### src/rtl/memStagePkg.sv
package memStagePkg;

    ////////////////////////////////////////////////////////////
    // Shared widths
    ////////////////////////////////////////////////////////////

    // Datapath word width
    localparam int dataWidth = 32;
    // Byte lanes per word, big-endian order
    localparam int laneCount = 4;
    // Bits per lane
    localparam int byteWidth = 8;
    // Register file index width
    localparam int regAddrWidth = 5;

    ////////////////////////////////////////////////////////////
    // ALU control codes seen by the memory stage
    ////////////////////////////////////////////////////////////

    typedef enum logic [5:0] {
        // Plain ALU op or bubble
        opNop  = 6'b000000,
        // Loads
        opLb   = 6'b100001,
        opLbu  = 6'b101010,
        opLh   = 6'b101011,
        opLhu  = 6'b101100,
        opLwl  = 6'b101101,
        opLwr  = 6'b101110,
        opLw   = 6'b111101,
        opLl   = 6'b101000,
        opLwc1 = 6'b110101,
        // Stores
        opSb   = 6'b101111,
        opSh   = 6'b110000,
        opSw   = 6'b110001,
        opSc   = 6'b110110,
        opSwl  = 6'b110010,
        opSwr  = 6'b110011
    } memOp;

endpackage

### src/rtl/byteBank.sv
`timescale 1ns/1ps

module byteBank #(
    parameter int bankAddrBits = 8
) (
    input  logic                               CLK,
    input  logic [bankAddrBits-1:0]            laneAddr,
    input  logic                               laneWrite,
    input  logic [memStagePkg::byteWidth-1:0]  laneData,
    output logic [memStagePkg::byteWidth-1:0]  laneRead
);

    // One entry per word address
    localparam int depth = 2 ** bankAddrBits;

    logic [memStagePkg::byteWidth-1:0] mem [depth];

    // Write-first single port RAM
    always_ff @(posedge CLK) begin
        if (laneWrite) begin
            mem[laneAddr] <= laneData;
            // New byte shows on the read port at once
            laneRead      <= laneData;
        end else begin
            laneRead      <= mem[laneAddr];
        end
    end

endmodule

### config.mk
export PLATFORM = sky130hd
export DESIGN_NAME = byteBank
export DESIGN_NICKNAME = d
export VERILOG_FILES = /design/src/rtl/memStagePkg.sv /design/src/rtl/byteBank.sv
export SDC_FILE = /design/constraint.sdc
export NUM_CORES = 2
export LEC_CHECK = 0
export ABC_AREA = 1
export BUFFER_PORTS_ARGS = -buffer_cell sky130_fd_sc_hd__buf_2
export CAP_MARGIN = 20
export CELL_PAD_IN_SITES_DETAIL_PLACEMENT = 1
export CELL_PAD_IN_SITES_GLOBAL_PLACEMENT = 1
export CORE_MARGIN = 2
export CORE_UTILIZATION = 58
export CTS_BUF_LIST = sky130_fd_sc_hd__clkbuf_4
export DETAILED_ROUTE_END_ITERATION = 10
export GPL_ROUTABILITY_DRIVEN = 0
export MAX_ROUTING_LAYER = met4
export PLACE_DENSITY_LB_ADDON = 0.1
export SYNTH_ARGS = -nofsm -noshare
export SYNTH_HDL_FRONTEND = slang
export SYNTH_SLANG_ARGS = --single-unit
### constraint.sdc
create_clock -name CLK -period 4.5 [get_ports CLK]
set_clock_uncertainty 0.1 [all_clocks]
set_input_delay 0.45 -clock CLK [delete_from_list [all_inputs] [get_ports CLK]]
set_output_delay 0.45 -clock CLK [all_outputs]
set_load 0.05 [all_outputs]
# ---- Word-level counts from Yosys, hierarchy flattened
# Memories as Yosys holds them, arrays and structs flattened. A register that Yosys moved wholly into a read port is not among the register bits.
# Index checks and enable logic that the tools add are counted.
dict set report totals {
  latchBits 0
  word_cells 3
  n_memories 1
  out_inout_bits 8
  mem_bits_ro 0
  inputBits 18
  ff_bits 0
  ramBits 2048
}
# name words word_bits read_ports rd_clocked_by_memory_dff wr line
set mem_list {}
lappend mem_list {mem 256 8 1 1 1 byteBank.sv:16} ;# logic [memStagePkg::byteWidth-1:0] mem [depth];
dict set report classes {
  div 0
  n_eq_ne 0
  n_addsub 0
  bitwise_logic 0
  muxes 2
  order_cmp 0
  multipliers 0
  shifts 0
  reduce_logical 0
}
# operator count
set op_table {}
lappend op_table {{two-way mux 1 bit} 2}

# ---- Depth between registers and ports, before layout
dict set report logic_depth {
  word_depth 2
  mapped_depth 15
  mapped_depth_nobuf 11
}

# ---- Least setup slack after synthesis
# OpenSTA, ideal clock, no wires.
dict set report synth_path {
  kind {register to output}
  start {register (tool-made name)}
  end {output port laneRead[6] in the netlist's numbering}
  path_stages_with_launch 16
  t_required_ps 3950
  path_buffers 4
  t_arrival_ps 1778
  setup_slack_ps 2172
  path_cell_list {dfxtp_1 buf_4 inv_4 buf_6 buf_6 buf_4 nand2_1 nand3_1 nand3_1 nand3_1 nand3_1 nand3_1 nand3_1 nand2_1 nand2_1 nand2_1}
}
# item line
set synth_rtl {}
lappend synth_rtl {{end, declared} byteBank.sv:10} ;# output logic [memStagePkg::byteWidth-1:0] laneRead

==> results.cfg <==
[final_layout]
drive_gt1_share_pct = 17.5
design_area_sq_um = 97000
largest_register = mem
largest_reg_flops = 2048
largest_registers = mem: 2048 flops
layout.nets = 7420
synthToLayoutAreaGrowth_pct = 16.3
instances_no_fill = 9666

[setup_path]
critPathMaxFanout = 8
critical-path-top-delay-family = simple AND/OR/NAND/NOR gates
cp-end-kind = output port
crit_slowest_cell = dfxtp_4
worst_ep_required_time_ns = 3.95
critPathBufInv = 7
path_cells = buf_12 -> buf_16 -> buf_16 -> buf_16 -> buf_8 -> buf_8 -> nand2_1 -> nand3_1 -> nand3_1 -> nand3_2 -> nand3_4 -> nand3_4 -> nand3_4 -> nand2_4 -> nand2_4 -> nand2_4 -> buf_12
crit_type = reg2out
start_kind = register
slowest_delay_ns = 0.37
arrival_ns = 4.07

[synthesis]
ys_ff_latch = 2056
ys_top_cells_by_count = nand2_1 (2,123), edfxtp_1 (2,048), nand3_1 (2,019)
synth_xor_area_share_pct = 0
synthMuxAreaShare_pct = 0
synthAdderAreaFrac_pct = 0
ys_seq_area_share_pct = 73.9
ys_warn_count = 0
synth-async-reset-ratio_pct = 0
netlist_area_sq_um = 83400
netlist_top_cells_area = edfxtp_1 (74%), nand3_1 (12%), nand2_1 (9.6%)
synthSimpleGateAreaFrac_pct = 22.9
synth_top_family_by_area = simple AND/OR/NAND/NOR gates
synth_cell_types = 14
syn_nets = 7021
syn_avg_cell_area_sq_um = 11.9
yosysTopAreaCell = edfxtp_1
syn-instance-count = 7003
synth-compound-area-share_pct = 0
synth.most_common_cell = nand2_1
synth_edf_count = 2048
yosys.area.top_type_share_pct = 73.7
ys.flop_type = edfxtp_1

[die]
fp-row-count = 139
die_area_sq_um = 147000
coreArea_sq_um = 143000
initial_utilization_pct = 58.3
fp.dieH_microns = 383
io_pins = 26
die_w_microns = 383

[route]
drtIter0Drc = 9989
drt_pre_antenna_iters = 8
post_drt_wl_per_cell_microns = 32.9
ant_nets = 0
drc = 0
vias = 64800
viasPerCell = 6.70
wl_microns = 318000

[timing]
hold_slack_ns = 0.0486
hold_violations = 0
fin_ws_ns = -0.120
finalCritPeriodShare_pct = 103
setup_viol = 8
slew_violations = 0
worst_pin_slew_ns = 1.18
rsz0062_at_grt = yes
period_needed_ns = 4.62
slew_headroom_pct = 20.9
max_freq_ghz = 0.216

[hold_path]
worstHoldStart = laneData[5]
hp-class = in2reg

[clock_network]
clock_sinks = 2056
cts_root_buf = clkbuf_4
clk_path_buf_depth = 4
cts_tree = yes
clk_pin_slew_ns = 0.07
htreeDepth = 6
numCtsBuffers = 549

[place]
place_ws_ns = 0.106
place_area_sq_um = 85400
dp_cells = 8597
port_buffers = 25
place_hpwl_microns = 152000

[global_routing]
gr-total-overflow = 0
grt_pass1_vias = 67100
grt_max_degree = 118
antenna_found_initial = 15
grt_pass1_wl_microns = 443000
grtUsageTotal_pct = 42.7

[power_and_ir_drop]
vdd_drop_max_mv = 0.359
leakagePower_uw = 0.0348
p_per_area_nw_per_um2 = 425

[run_status]
violations = negative setup slack
status = finished with violations

[run]
maxCapViolCount = 0
## timing repair
action	CTS	global route
pin swaps	34	58
cloned	57	16
setup buffers	37	22
resized for setup	294	164
endpoints found under the hold margin	2353	0
endpoints found under the setup margin	8	8
hold buffers	25	0
## per-layer routing
layer  part of all wire (%)  GRT usage [%]
met2                     46           65.1
met1                     34           52.0
met4                    7.3           26.0
met5                      0              -
met3                     13           10.3
## through the flow
stage / power, uW / utilization [%] / TNS [ns]
after floorplan: 22900 / - / 0
after global placement: 24000 / 59.7 / 0
after detailed placement: 24100 / 59.7 / 0
after CTS: 40300 / 66.7 / -0.0334
after global routing: 42100 / 67.7 / -0.930
final: 41200 / 67.8 / -0.633
## cells by family after synthesis
logic type             after synthesis
AND/OR/NAND/NOR                   4425
flip-flops                        2056
buffers and inverters              522
## power breakdown
group | total [uW] | internal, uW | switching (uW) | leakage [uW]
clock | 16600 | 8350 | 8260 | 0.00389
sequential | 21100 | 21100 | 25.8 | 0.0185
combinational | 3470 | 974 | 2500 | 0.0124
total | 41200 | 30400 | 10800 | 0.0348
## cells in the final DEF, fill, tap and decap left out
cell type and count:
clkbuf_4 777, buf_6 22, dfxtp_1 3, buf_12 41, clkbuf_16 13, buf_2 10, dfxtp_2 1, nand3_2 156
inv_1 33, edfxtp_1 2048, clkinv_16 2, buf_8 17, inv_8 1, nand2_8 2, diode_2 23, nand2_4 18
clkinv_2 4, nand3_1 1810, buf_4 107, inv_12 2, inv_16 3, dlygate4sd3_1 25, bufbuf_16 27, nand3_4 53
clkinv_1 89, nor2_1 283, bufinv_16 8, buf_16 60, inv_6 4, nand2_2 10, dfxtp_4 4, inv_2 12
inv_4 1, clkinv_8 1, nand2_1 2093
## worst paths after layout
check | end | cells after the start
hold / removal | mem[93][5]$_DFFE_PP_ | 2
setup / recovery | laneRead[3] | 17
## area by class of cell
type	count	area, sq um
repair buffers	322	5280
inverters	39	230
clock inverters	112	636
fillers	13900	46100
multi-input cells	4425	20800
clock buffers	777	5830
well taps	1903	2380
diodes	23	57.6
repair inverters	9	119
flip-flops and latches	2056	61700
Power figures use the tool's default switching activity.
