[config.mk]
export PLATFORM = sky130hd
export DESIGN_NAME = loadAligner
export DESIGN_NICKNAME = d
export VERILOG_FILES = /design/src/rtl/memStagePkg.sv /design/src/rtl/loadAligner.sv
export SDC_FILE = /design/constraint.sdc
export NUM_CORES = 1
export LEC_CHECK = 0
export BUFFER_PORTS_ARGS = -buffer_cell sky130_fd_sc_hd__buf_2
export CORE_ASPECT_RATIO = 1.5
export CORE_MARGIN = 8
export CORE_UTILIZATION = 52
export DETAILED_ROUTE_END_ITERATION = 16
export PLACE_DENSITY = 0.87
export SKIP_LAST_GASP = 1
export SYNTH_ARGS = -nofsm -noshare
export SYNTH_HDL_FRONTEND = slang
export SYNTH_SLANG_ARGS = --single-unit
[constraint.sdc]
create_clock -name CLK -period 0.8 [get_ports CLK]
set_input_delay 0.04 -clock CLK [delete_from_list [all_inputs] [get_ports CLK]]
set_output_delay 0.04 -clock CLK [all_outputs]
set_load 0.05 [all_outputs]
[src/rtl/memStagePkg.sv]
package memStagePkg;

    ////////////////////////////////////////////////////////////
    // Shared widths
    ////////////////////////////////////////////////////////////

    // Datapath word width
    localparam int dataWidth = 32;
    // Byte lanes per word, big-endian order
    localparam int laneCount = 4;
    // Bits per lane
    localparam int byteWidth = 8;
    // Register file index width
    localparam int regAddrWidth = 5;

    ////////////////////////////////////////////////////////////
    // ALU control codes seen by the memory stage
    ////////////////////////////////////////////////////////////

    typedef enum logic [5:0] {
        // Plain ALU op or bubble
        opNop  = 6'b000000,
        // Loads
        opLb   = 6'b100001,
        opLbu  = 6'b101010,
        opLh   = 6'b101011,
        opLhu  = 6'b101100,
        opLwl  = 6'b101101,
        opLwr  = 6'b101110,
        opLw   = 6'b111101,
        opLl   = 6'b101000,
        opLwc1 = 6'b110101,
        // Stores
        opSb   = 6'b101111,
        opSh   = 6'b110000,
        opSw   = 6'b110001,
        opSc   = 6'b110110,
        opSwl  = 6'b110010,
        opSwr  = 6'b110011
    } memOp;

endpackage

[src/rtl/loadAligner.sv]
`timescale 1ns/1ps

module loadAligner (
    input  logic                                   CLK,
    input  logic                                   RESET,
    input  logic [memStagePkg::dataWidth-1:0]      laneRead,
    input  logic                                   ctxValid,
    input  logic                                   ctxLoad,
    input  logic                                   ctxRegWrite,
    input  memStagePkg::memOp                      ctxOp,
    input  logic [1:0]                             ctxOffset,
    input  logic [memStagePkg::dataWidth-1:0]      ctxMerge,
    input  logic [memStagePkg::dataWidth-1:0]      ctxAlu,
    input  logic [memStagePkg::regAddrWidth-1:0]   ctxReg,
    output logic                                   wbValid,
    output logic                                   wbRegWrite,
    output logic [memStagePkg::regAddrWidth-1:0]   wbReg,
    output logic [memStagePkg::dataWidth-1:0]      wbData
);
    import memStagePkg::*;

    logic [byteWidth-1:0]   loadByte;
    logic [2*byteWidth-1:0] loadHalf;
    logic [dataWidth-1:0]   leftMask;
    logic [dataWidth-1:0]   rightMask;
    logic [dataWidth-1:0]   loadWord;

    ////////////////////////////////////////////////////////////
    // Lane selection
    ////////////////////////////////////////////////////////////

    // Lane o sits at bits 31-8o down to 24-8o
    assign loadByte = laneRead[dataWidth-1 - byteWidth*ctxOffset -: byteWidth];
    // Low offset bit is ignored for halfwords
    assign loadHalf = ctxOffset[1] ? laneRead[2*byteWidth-1:0]
                                   : laneRead[dataWidth-1:2*byteWidth];

    // LWL keeps register bytes below the loaded ones
    assign leftMask  = {dataWidth{1'b1}} << {ctxOffset, 3'b000};
    // LWR keeps register bytes above the loaded ones
    assign rightMask = {dataWidth{1'b1}} >> {~ctxOffset, 3'b000};

    always_comb begin
        if (!ctxLoad) begin
            // ALU result goes straight to writeback
            loadWord = ctxAlu;
        end else begin
            case (ctxOp)
                opLb:  loadWord = {{(dataWidth-byteWidth){loadByte[byteWidth-1]}}, loadByte};
                opLbu: loadWord = {{(dataWidth-byteWidth){1'b0}}, loadByte};
                opLh:  loadWord = {{(dataWidth-2*byteWidth){loadHalf[2*byteWidth-1]}},
                                   loadHalf};
                opLhu: loadWord = {{(dataWidth-2*byteWidth){1'b0}}, loadHalf};
                opLwl: begin
                    // Lanes o..3 move to the top
                    loadWord = ((laneRead << {ctxOffset, 3'b000}) & leftMask)
                             | (ctxMerge & ~leftMask);
                end
                opLwr: begin
                    // Lanes 0..o move to the bottom
                    loadWord = ((laneRead >> {~ctxOffset, 3'b000}) & rightMask)
                             | (ctxMerge & ~rightMask);
                end
                // LW, LL, LWC1 and anything else take the whole word
                default: loadWord = laneRead;
            endcase
        end
    end

    ////////////////////////////////////////////////////////////
    // Writeback register
    ////////////////////////////////////////////////////////////

    always_ff @(posedge CLK or negedge RESET) begin
        if (!RESET) begin
            wbValid    <= 1'b0;
            wbRegWrite <= 1'b0;
            wbReg      <= '0;
            wbData     <= '0;
        end else begin
            wbValid    <= ctxValid;
            wbRegWrite <= ctxRegWrite;
            wbReg      <= ctxReg;
            wbData     <= loadWord;
        end
    end

endmodule

==> results of run 1 <==
==> per-stage QoR <==
step | worst slack (ps) | setup TNS, ps | instance area, µm² | instances
after floorplan | -598 | -16240 | 3550 | 354
after global placement | -766 | -21110 | 5010 | 642
after detailed placement | -823 | -22980 | 5010 | 642
after CTS | -351 | -13580 | 6240 | 695
==> cells by family after synthesis <==
group,after synthesis,synth area share
AO/OA/AOI/OAI,104,0.222
flip-flops,39,0.285
multiplexers,78,0.296
buffers and inverters,48,0.0672
AND/OR/NAND/NOR,85,0.129
==> timing repair <==
item,in CTS
setup endpoints to repair,71
resized for setup,165
setup buffers,14
pin swaps,27
cloned,4
hold endpoints to repair,66
hold buffers,28
==> flow_metrics.tcl, run 1 <==
set metrics [dict create \
    status "did not finish" \
    failed_stage "global routing" \
    error "[ERROR DPL-0038] Utilization greater than 100%, impossible to legalize" \
    ys_seq_area_frac 0.285 \
    h-tree-depth 2 \
    yosys_warnings 0 \
    yosysTopAreaCellShare 0.285 \
    num_io_pins 153 \
    dieHeight_um 115 \
    synth.area.top_cells "dfrtp_1 (29%), mux2i_1 (13%), mux4_2 (11%), o22ai_1 (5.7%), mux2_2 (5.3%)" \
    synthTopCellsByCount "mux2i_1 (45), dfrtp_1 (39), nor2_1 (34), o22ai_1 (31), o21ai_0 (25)" \
    clockBufferDepth 2 \
    synthFlopType "dfrtp_1" \
    start_util 0.531 \
    worst_endpoint "wbData[22]$_DFF_PN0_/D" \
    synthArstFlopShare 1.00 \
    io_buffers 152 \
    place_congestion 0.994 \
    cts_made_buffers 5 \
    grt_max_degree 29 \
    synth-edff-count 0 \
    endpoint_type "sequential cell input" \
    syn_area_mm2 0.00342 \
    yosys.area.top_type "dfrtp_1" \
    synthCells 354 \
    synth_seq_cells 39 \
    row_count 36 \
    root_buffer "clkbuf_8" \
    hpwl_mm 10.7 \
    synthDistinctLibCells 39 \
    syn_avg_cell_area_um2 9.67 \
    syn-num-nets 468 \
    clock_sinks 39 \
    post-synth-top-count-cell "mux2i_1" \
    dieWidth_um 82.3 \
]
==> run 2: changes to the inputs <==
- CORE_ASPECT_RATIO: 1.5 -> default
- CORE_UTILIZATION: 52 -> 40
- PLACE_DENSITY: 0.87 -> default
- PLACE_DENSITY_LB_ADDON: default -> 0.15
==> flow_metrics.tcl, run 2 <==
set metrics [dict create \
    p_leak_uw 0.00289 \
    drt-total-wl_mm 15.7 \
    final_nets 713 \
    vias 4118 \
    io_buffers 152 \
    place_congestion 0.891 \
    drt_iter0_markers 271 \
    top_regs "wbData x32, wbReg x5" \
    switching_share 0.365 \
    synthDistinctLibCells 39 \
    start_util 0.415 \
    cts_made_buffers 5 \
    synth.area.top_cells "dfrtp_1 (29%), mux2i_1 (13%), mux4_2 (11%), o22ai_1 (5.7%), mux2_2 (5.3%)" \
    setup-tns-final_ps -12960 \
    grt_pass1_wl_mm 22.5 \
    final_common_cell "buf_2" \
    dr.pass1.iters 5 \
    yosys_warnings 0 \
    worstPathMaxFanout 7 \
    drive_gt1_frac 0.618 \
    clock_sinks 39 \
    row_count 33 \
    p_sw_uw 2750 \
    critical-path-slowest-cell "mux4_2" \
    dieHeight_um 109 \
    drtAntennaViolNets 0 \
    peakVddDrop_uv 736 \
    yosysTopAreaCellShare 0.285 \
    cts.reportedPaths.clkPinSlew_ps 90 \
    top_register "wbData" \
    antenna_found_initial 1 \
    period_share 1.45 \
    yosys.area.top_type "dfrtp_1" \
    internal_power_uw 4790 \
    setup_viol_count_final 71 \
    h-tree-depth 2 \
    dieWidth_um 109 \
    grt_pass1_vias 4277 \
    rsz0062_at_grt "true" \
    power_frac_seq 0.294 \
    cpPeakStageDelay_ps 510 \
    root_buffer "clkbuf_8" \
    max_slew.worst_pin.slew_ps 359 \
    power_frac_comb 0.473 \
    largest_reg_flops 32 \
    cts_tree "built" \
    failed_checks "setup timing" \
    clock_power_share 0.232 \
    synth-edff-count 0 \
    nFillCells 554 \
    synthCells 354 \
    post-synth-top-count-cell "mux2i_1" \
    drc_errors 0 \
    whs_ps 8.87 \
    hpwl_mm 10.3 \
    clockBufferDepth 2 \
    grt-ovfl-total 0 \
    num_io_pins 153 \
    maxSlewViolCount 0 \
    synth_seq_cells 39 \
    cp_cell_sequence "buf_2 > mux4_2 > nand3_2 > nand3_4 > buf_12 > nor3_4 > o22ai_1" \
    grt_max_degree 40 \
    crit_arrival_ps 1340 \
    most-common-layout-cells "buf_2 (105), buf_4 (69), buf_6 (52)" \
    status "complete, but fails checks" \
    grt_usage 0.240 \
    syn_area_mm2 0.00342 \
    syn_avg_cell_area_um2 9.67 \
    setup_ws_ps -364 \
    hold_class "input pin to flop" \
    synthFlopType "dfrtp_1" \
    startpoint_type "input pin" \
    avgRoutedWirePerCell_um 22.3 \
    vias_per_cell 5.83 \
    max_freq_mhz 859 \
    critPathRequiredTime_ps 980 \
    powerDensity_mw_per_mm2 1190 \
    syn-num-nets 468 \
    maxCapViolCount 0 \
    synthArstFlopShare 1.00 \
    ys_seq_area_frac 0.285 \
    cp-end-kind "flop" \
    finalHoldViolCount 0 \
    synthTopCellsByCount "mux2i_1 (45), dfrtp_1 (39), nor2_1 (34), o22ai_1 (31), o21ai_0 (25)" \
    area_growth_pct 85.6 \
    period_needed_ps 1160 \
    coreArea_mm2 0.00826 \
    dieArea_mm2 0.0118 \
    maxSlewHeadroom 0.759 \
    crit_type "input pin to flop" \
]
## run 2: path summary, 6_finish.rpt
| kind | startpoint | endpoint | slack (ps) | cells after the start |
|---|---|---|---|---|
| max in group asynchronous | RESET | wbData[26] | 340 | 3 |
| min in group asynchronous | RESET | wbData[6] | 250 | 3 |
| max | laneRead[23] | wbData[9] | -360 | 7 |
| min | ctxAlu[14] | wbData[14] | 9 | 3 |
## run 2: worst max-delay path: cells and delay by family
kind | cells | cell delay [ps]
muxes | 1 | 510
buffers and inverters | 2 | 290
and+or+nand+nor | 3 | 410
AOI/OAI and AO/OA | 1 | 90
## run 2: area by class of cell
cell class / instances / area (µm²) / area share
Antenna cell: 1 / 2.50 / 0.000394
Sequential cell: 39 / 976 / 0.154
Clock inverter: 3 / 43.8 / 0.00689
Tap cell: 105 / 131 / 0.0207
Timing Repair Buffer: 269 / 2300 / 0.362
Clock buffer: 5 / 68.8 / 0.0108
Multi-Input combinational cell: 267 / 2760 / 0.435
Inverter: 17 / 66.3 / 0.0104
## run 2: through the flow
stage | setup WS, ps | instances | utilization | cell area [µm²] | power (µW)
after global placement | -772 | 658 | 0.595 | 4910 | 4870
final | -364 | 706 | 0.769 | 6350 | 7540
after detailed placement | -814 | 658 | 0.595 | 4910 | 4910
after floorplan | -598 | 354 | - | 3550 | 3840
after CTS | -335 | 700 | 0.730 | 6020 | 7310
after global routing | -411 | 706 | 0.769 | 6350 | 7830
## run 2: logic make-up after synthesis
family	after synthesis	synth area share
muxes	78	0.296
and+or+nand+nor	85	0.129
DFF	39	0.285
AOI/OAI and AO/OA	104	0.222
buffers and inverters	48	0.0672
## run 2: what timing repair did
action                     CTS  global route
setup endpoints to repair   71            71
hold buffers                22             0
hold endpoints to repair    60             0
setup buffers                7             3
pin swaps                   24            34
gates cloned                 5             3
resized for setup          155            62
## run 2: metal layers
metal	up-vias	global-route usage	wire, µm	part of all wire
met4	0	0.0587	420	0.027
met2	245	0.395	7580	0.48
met5	-	0	0	0
li1	1856	-	-	-
met1	1978	0.316	6140	0.39
met3	39	0.0494	1590	0.10
## run 2: power groups by stage
stage                     Clock [µW]  Combinational (µW)  Sequential [µW]
after detailed placement           0                2700             2210
final                           1750                3570             2220
after global routing            1860                3740             2240
after floorplan                    0                1030             2810
after global placement             0                2660             2210
after CTS                       1780                3310             2220
Note: power is estimated with default switching activity, not from simulation.
