===== config.mk =====
export PLATFORM = sky130hd
export DESIGN_NAME = redirectUnit
export DESIGN_NICKNAME = d
export VERILOG_FILES = /design/src/rtl/memStagePkg.sv /design/src/rtl/redirectUnit.sv
export SDC_FILE = /design/constraint.sdc
export NUM_CORES = 1
export LEC_CHECK = 0
export BUFFER_PORTS_ARGS = -buffer_cell sky130_fd_sc_hd__buf_2
export CORE_ASPECT_RATIO = 1.1
export CORE_MARGIN = 2
export CORE_UTILIZATION = 30
export DETAILED_ROUTE_END_ITERATION = 8
export GPL_TIMING_DRIVEN = 0
export HOLD_SLACK_MARGIN = 0.03
export SYNTH_ARGS = -nofsm -noshare
export SYNTH_HDL_FRONTEND = slang
export SYNTH_SLANG_ARGS = --single-unit

===== constraint.sdc =====
create_clock -name CLK -period 1.15 [get_ports CLK]
set_input_delay 0.2875 -clock CLK [delete_from_list [all_inputs] [get_ports CLK]]
set_output_delay 0.2875 -clock CLK [all_outputs]
set_load 0.005 [all_outputs]

===== src/rtl/memStagePkg.sv =====
package memStagePkg;

    ////////////////////////////////////////////////////////////
    // Shared widths
    ////////////////////////////////////////////////////////////

    // Datapath word width
    localparam int dataWidth = 32;
    // Byte lanes per word, big-endian order
    localparam int laneCount = 4;
    // Bits per lane
    localparam int byteWidth = 8;
    // Register file index width
    localparam int regAddrWidth = 5;

    ////////////////////////////////////////////////////////////
    // ALU control codes seen by the memory stage
    ////////////////////////////////////////////////////////////

    typedef enum logic [5:0] {
        // Plain ALU op or bubble
        opNop  = 6'b000000,
        // Loads
        opLb   = 6'b100001,
        opLbu  = 6'b101010,
        opLh   = 6'b101011,
        opLhu  = 6'b101100,
        opLwl  = 6'b101101,
        opLwr  = 6'b101110,
        opLw   = 6'b111101,
        opLl   = 6'b101000,
        opLwc1 = 6'b110101,
        // Stores
        opSb   = 6'b101111,
        opSh   = 6'b110000,
        opSw   = 6'b110001,
        opSc   = 6'b110110,
        opSwl  = 6'b110010,
        opSwr  = 6'b110011
    } memOp;

endpackage


===== src/rtl/redirectUnit.sv =====
`timescale 1ns/1ps

module redirectUnit (
    input  logic                               CLK,
    input  logic                               RESET,
    input  logic                               branchTaken,
    input  logic                               branchPredicted,
    input  logic                               predictorRequest,
    input  logic [memStagePkg::dataWidth-1:0]  branchTarget,
    input  logic [memStagePkg::dataWidth-1:0]  predictorTarget,
    output logic                               redirect,
    output logic                               flush,
    output logic [memStagePkg::dataWidth-1:0]  redirectPc
);

    logic mispredict;

    // Outcome from execute disagrees with the guess
    assign mispredict = branchTaken != branchPredicted;

    always_ff @(posedge CLK or negedge RESET) begin
        if (!RESET) begin
            redirect   <= 1'b0;
            flush      <= 1'b0;
            redirectPc <= '0;
        end else if (mispredict) begin
            // Resolved outcome wins, younger work is squashed
            redirect   <= branchTaken;
            redirectPc <= branchTarget;
            flush      <= 1'b1;
        end else begin
            redirect <= predictorRequest;
            flush    <= 1'b0;
            // Hold last target when predictor is idle
            if (predictorRequest) begin
                redirectPc <= predictorTarget;
            end
        end
    end

endmodule


# [Yosys cells after proc, flatten, opt, wreduce, memory -nomap -nowiden]
# Index checks and enable logic that the tools add are counted.
[totals] register_bits=34 input_bits=69 out_inout_bits=34
[op_classes] n_eq_ne=1 mux=4 n_reduce_logical=1
[ops] op="32-bit 2-to-1 mux" count=2
[ops] op="1-bit 2-to-1 mux" count=2
[ops] op="2-bit nonzero test" count=1
[ops] op="1-bit inequality test" count=1

# [Longest topological paths before layout]
[depth] word_depth=2 mapped_depth=4 ltp_nobuf=2

# [Worst setup path before layout]
# Ideal clock, no wire load.
[synth_path] path_type="input -> register" startpoint="input port predictorRequest" endpoint="register redirectPc[0] in the netlist's numbering" setup_ps=125 t_arrival_ps=1093 setup_slack_ps=-68 cell_stages=4 n_path_buf=2 path_cell_list="buf_6 -> buf_6 -> mux2_2 -> mux2_2"
[synth_between] elab_chain_len=1
[synth_rtl] element="start: declaration" line="redirectUnit.sv:8" text="input logic predictorRequest,"
[synth_rtl] element="2-bit nonzero test (no source line)"
[synth_rtl] element="end signal: assignment" line="redirectUnit.sv:29" text="redirectPc <= branchTarget;"
[synth_rtl] element="end signal: assignment" line="redirectUnit.sv:36" text="redirectPc <= predictorTarget;"
[synth_rtl] element="end: declaration" line="redirectUnit.sv:13" text="output logic [memStagePkg::dataWidth-1:0] redirectPc"
# No other way between the ends.
# A chain may end at the register's enable or synchronous reset.

# [Worst setup path after layout]
[layout_path] startpoint="input port branchPredicted" endpoint="register redirectPc[11] in the netlist's numbering"
[layout_between] elab_chain_len=2 elab_cells_between_ends=3
[layout_rtl] element="start: declaration" line="redirectUnit.sv:7" text="input logic branchPredicted,"
[layout_rtl] element="1-bit inequality test (*)" line="redirectUnit.sv:19" text="assign mispredict = branchTaken != branchPredicted;"
[layout_rtl] element="32-bit 2-to-1 mux or 2-bit nonzero test (tied branches)"
# Mark *: on every way between the ends. The rest lies on a longest branch, timed or not.

==> tab_implementation.tex <==
\begin{tabular}{lr}
\hline
Metric & Value \\
\hline
\multicolumn{2}{l}{\textbf{CTS}} \\
H-tree lvl count & 2 \\
Library cell used as clock root buffer & sky130\_fd\_sc\_hd\_\_clkbuf\_8 \\
Number of setup buffers added after CTS & 0 \\
Longest Clk Path Bufs & 2 \\
TritonCTS clock tree & done \\
Number of clock sinks & 34 \\
Cts bufs inserted & 5 \\
Insertion delay of the later-clocked pin in the worst-skew pair & 280 ps \\
Worst-path clk slew & 70 ps \\
Cts repair resizes & 0 \\
\multicolumn{2}{l}{\textbf{Die}} \\
Initial Utilization & 0.310 \\
Area of the die & 6190 sq um \\
Die height & 82.3 um \\
I/O Pins & 103 \\
Std-Cell Core Area & 5400 sq um \\
Row cnt & 28 \\
X dimension of the die & 75.2 um \\
\multicolumn{2}{l}{\textbf{Critical path}} \\
Slack of the worst reg-to-reg path & 120 ps \\
Critical R2R Capture & redirectPc[11] \\
Critical path launch point type & input port \\
Critical-path maximum fanout & 10 \\
CP Data Arrival Time & 1310 ps \\
Worst EP required & 1320 ps \\
Reg-to-Reg Start & redirectPc[11] \\
Critical path start-end classification & input port to register \\
Kind of end point of the critical path & register \\
Depth of the worst register-to-register path & 2 \\
\multicolumn{2}{l}{\textbf{Synth}} \\
Post-synthesis share of cell area spent on full adders, half adders and majority gates & 0 \\
Gate Count Post-Synth & 110 \\
Syn nets & 179 \\
Main combinational cell family by area after synthesis & multiplexers \\
Complex-gate fraction of the synthesized area & 0.00299 \\
Summed instance area of the synthesized netlist & 1670 sq um \\
Top cells by instance count after synthesis & 63 x sky130\_fd\_sc\_hd\_\_mux2\_2, 34 x sky130\_fd\_sc\_hd\_\_dfrtp\_1, 4 x sky130\_fd\_sc\_hd\_\_buf\_6, 3 x sky130\_fd\_sc\_hd\_\_buf\_4 \\
Async set or reset register ratio after synthesis & 1.00 \\
Count of state elements after synthesis & 34 \\
Synth Area per Inst & 15.2 sq um \\
Most frequent cell after synthesis & sky130\_fd\_sc\_hd\_\_mux2\_2 \\
EDFF count, synth & 0 \\
Proportion of synthesized chip area in sequential cells & 0.509 \\
Fraction of synthesized area in multiplexers & 0.431 \\
Share of the synthesized area in the top cell type & 0.509 \\
Most area-consuming cells after synthesis & sky130\_fd\_sc\_hd\_\_dfrtp\_1 51\%, sky130\_fd\_sc\_hd\_\_mux2\_2 42\%, sky130\_fd\_sc\_hd\_\_buf\_6 2.7\% \\
Area share of xor/xnor cells in the synthesized design & 0.00973 \\
Most used flip-flop cell after synthesis & sky130\_fd\_sc\_hd\_\_dfrtp\_1 \\
Cell type contributing the most total cell area after synthesis & sky130\_fd\_sc\_hd\_\_dfrtp\_1 \\
YS warnings & 0 \\
Unique masters post-synth & 10 \\
Simple-gate area share of the yosys netlist & 0.00449 \\
\multicolumn{2}{l}{\textbf{GRT}} \\
Number of antenna violations at the first check in global routing & 0 \\
Gr ovfl total & 0 \\
Wire length of the first global-routing pass & 5920 um \\
Number of global-route vias before repair & 1263 \\
Maximum number of pins on one net before global-route repair & 35 \\
All-Layer GR Usage & 0.128 \\
\multicolumn{2}{l}{\textbf{Pwr}} \\
Power per cell area & 1300 nW/um\^{}2 \\
Combinational share of power & 0.267 \\
Cell internal power dissipation & 0.00255 W \\
Max IR drop VDD & 0.000498 V \\
Post-layout total power & 0.00336 W \\
Clock network fraction of design power & 0.307 \\
Switching power of the nets & 0.000805 W \\
Register share of total power & 0.426 \\
Net switching fraction of the power & 0.240 \\
Standby leakage power & 1.35 nW \\
\multicolumn{2}{l}{\textbf{Drt}} \\
Highest metal layer with signal wires & met4 \\
DRC violation total after the first TritonRoute iteration & 17 \\
DR pass1 iterations & 4 \\
Met1 Wirelength & 1660 um \\
DRC violations left & 0 \\
Final Routed Wirelength & 3960 um \\
Vias per inst & 4.28 \\
Vias after detailed routing & 1259 \\
Remaining number of nets flagged by the antenna check after routing & 0 \\
Wire length on met3 & 327 um \\
DR WL/cell & 13.5 um \\
Met2 wirelength from detailed routing & 1960 um \\
\multicolumn{2}{l}{\textbf{STA}} \\
Setup repair after global routing missed its margin & yes \\
Largest clock skew in the final design & 0 ps \\
Relative slew slack & 0.479 \\
Final hold violation count & 0 \\
Final critical-path required period & 1150 ps \\
Final total negative setup slack & 0 ps \\
Worst-Margin Slew & 781 ps \\
Achievable clock frequency & 872 MHz \\
Final setup violation count & 0 \\
Period utilisation layout & 0.997 \\
Max-slew violations & 0 \\
\multicolumn{2}{l}{\textbf{Worst hold path}} \\
Tightest Hold Check Type & input port to async pin \\
\multicolumn{2}{l}{\textbf{Finish}} \\
Antenna cells & 0 \\
Area used by multi-input combinational logic & 911 sq um \\
Register cell area after layout & 851 sq um \\
Area Growth Syn to Fin & 54.1\% \\
Number of inserted filler cells in the final layout & 533 \\
Fraction of layout cells with a size suffix above 1 & 0.822 \\
Number of nets in the layout & 287 \\
Final Instance Area & 2580 sq um \\
Final standard cell count with taps included and fillers excluded & 294 \\
\multicolumn{2}{l}{\textbf{Placement}} \\
Buffers added on ports & 101 \\
Post-detail-place hpwl & 2930 um \\
Final Wtd Congestion & 0.721 \\
Number of placed instances, taps included & 286 \\
Placement Cell Area & 2470 sq um \\
\multicolumn{2}{l}{\textbf{Flow run}} \\
Max-capacitance violation count & 0 \\
\multicolumn{2}{l}{\textbf{Run status}} \\
Outcome & complete, no violations \\
\hline
\end{tabular}
==> placed cells by master (no fill, tap or decap) <==
master                     count
sky130_fd_sc_hd__clkbuf_8      8
sky130_fd_sc_hd__o21ai_0       1
sky130_fd_sc_hd__nand2_1       1
sky130_fd_sc_hd__mux2_1        1
sky130_fd_sc_hd__mux2_2       23
sky130_fd_sc_hd__buf_2       101
sky130_fd_sc_hd__buf_12        3
sky130_fd_sc_hd__inv_1         1
sky130_fd_sc_hd__mux2_4       40
sky130_fd_sc_hd__buf_4         2
sky130_fd_sc_hd__buf_8         1
sky130_fd_sc_hd__nor2_1        1
sky130_fd_sc_hd__dfrtp_1      34
sky130_fd_sc_hd__buf_6         1
sky130_fd_sc_hd__xnor2_4       1
==> sequential cells by signal (all words and copies together) (netlist names) <==
register and count:
redirect 1, redirectPc 32, flush 1
==> worst max-delay path, stage by stage <==
cell	delay, ps
sky130_fd_sc_hd__buf_2	140
sky130_fd_sc_hd__xnor2_4	270
sky130_fd_sc_hd__buf_4	290
sky130_fd_sc_hd__mux2_4	320
==> worst max path at each step <==
stage,start,slack (ps),cells past startpoint,end
6_report,branchPredicted,3,4,redirectPc[11]
5_1_grt,branchPredicted,-20,4,redirectPc[11]
4_1_cts,branchPredicted,-5,4,redirectPc[11]
3_5_place_dp,branchPredicted,-310,4,redirectPc[26]
3_3_place_gp,branchPredicted,-290,4,redirectPc[13]
2_1_floorplan,predictorRequest,-50,4,redirectPc[0]
==> metal layers <==
layer	vias to the layer above	global-route usage
met4	0	0.0316
met1	592	0.150
met5	-	0
met2	58	0.217
met3	2	0.0546
li1	607	-
==> power groups by stage <==
stage                     sequential, W  clock (W)  combinational, W
after floorplan                 0.00147          0          0.000531
after global placement          0.00145          0          0.000903
after detailed placement        0.00145          0          0.000910
after CTS                       0.00143    0.00108          0.000913
after global routing            0.00145    0.00113          0.000978
final                           0.00143    0.00103          0.000896
==> cell type report <==
cell class | instances | share of cell area
buffer | 7 | 0.0393
sequential | 34 | 0.330
multi-input combinational | 68 | 0.354
tap | 75 | 0.0364
clock buffer | 8 | 0.0427
timing repair buffer | 101 | 0.196
inverter | 1 | 0.00146
==> metrics by stage <==
step                utilization  hold WS [ps]  setup slack [ps]
finish                    0.478          84.0              3.18
global route              0.478           148             -24.2
CTS                       0.478           114             -4.70
detailed placement        0.457           427              -308
global placement          0.457           424              -292
floorplan                     -         -8.09             -49.3
==> kinds of logic after synthesis <==
family	count (synthesis)
multiplexers	64
buffers and inverters	8
AND/OR/NAND/NOR	2
AO/OA/AOI/OAI	1
flip-flops	34
XOR/XNOR	1
==> what timing repair did <==
| item | CTS | global route |
|---|---|---|
| hold buffers | 0 | 0 |
| cloned | 0 | 0 |
| pin swaps | 0 | 0 |
| endpoints found under the hold margin | 0 | 0 |
| setup endpoints to repair | 2 | 16 |
No activity file was read; power rests on OpenSTA's default activity.
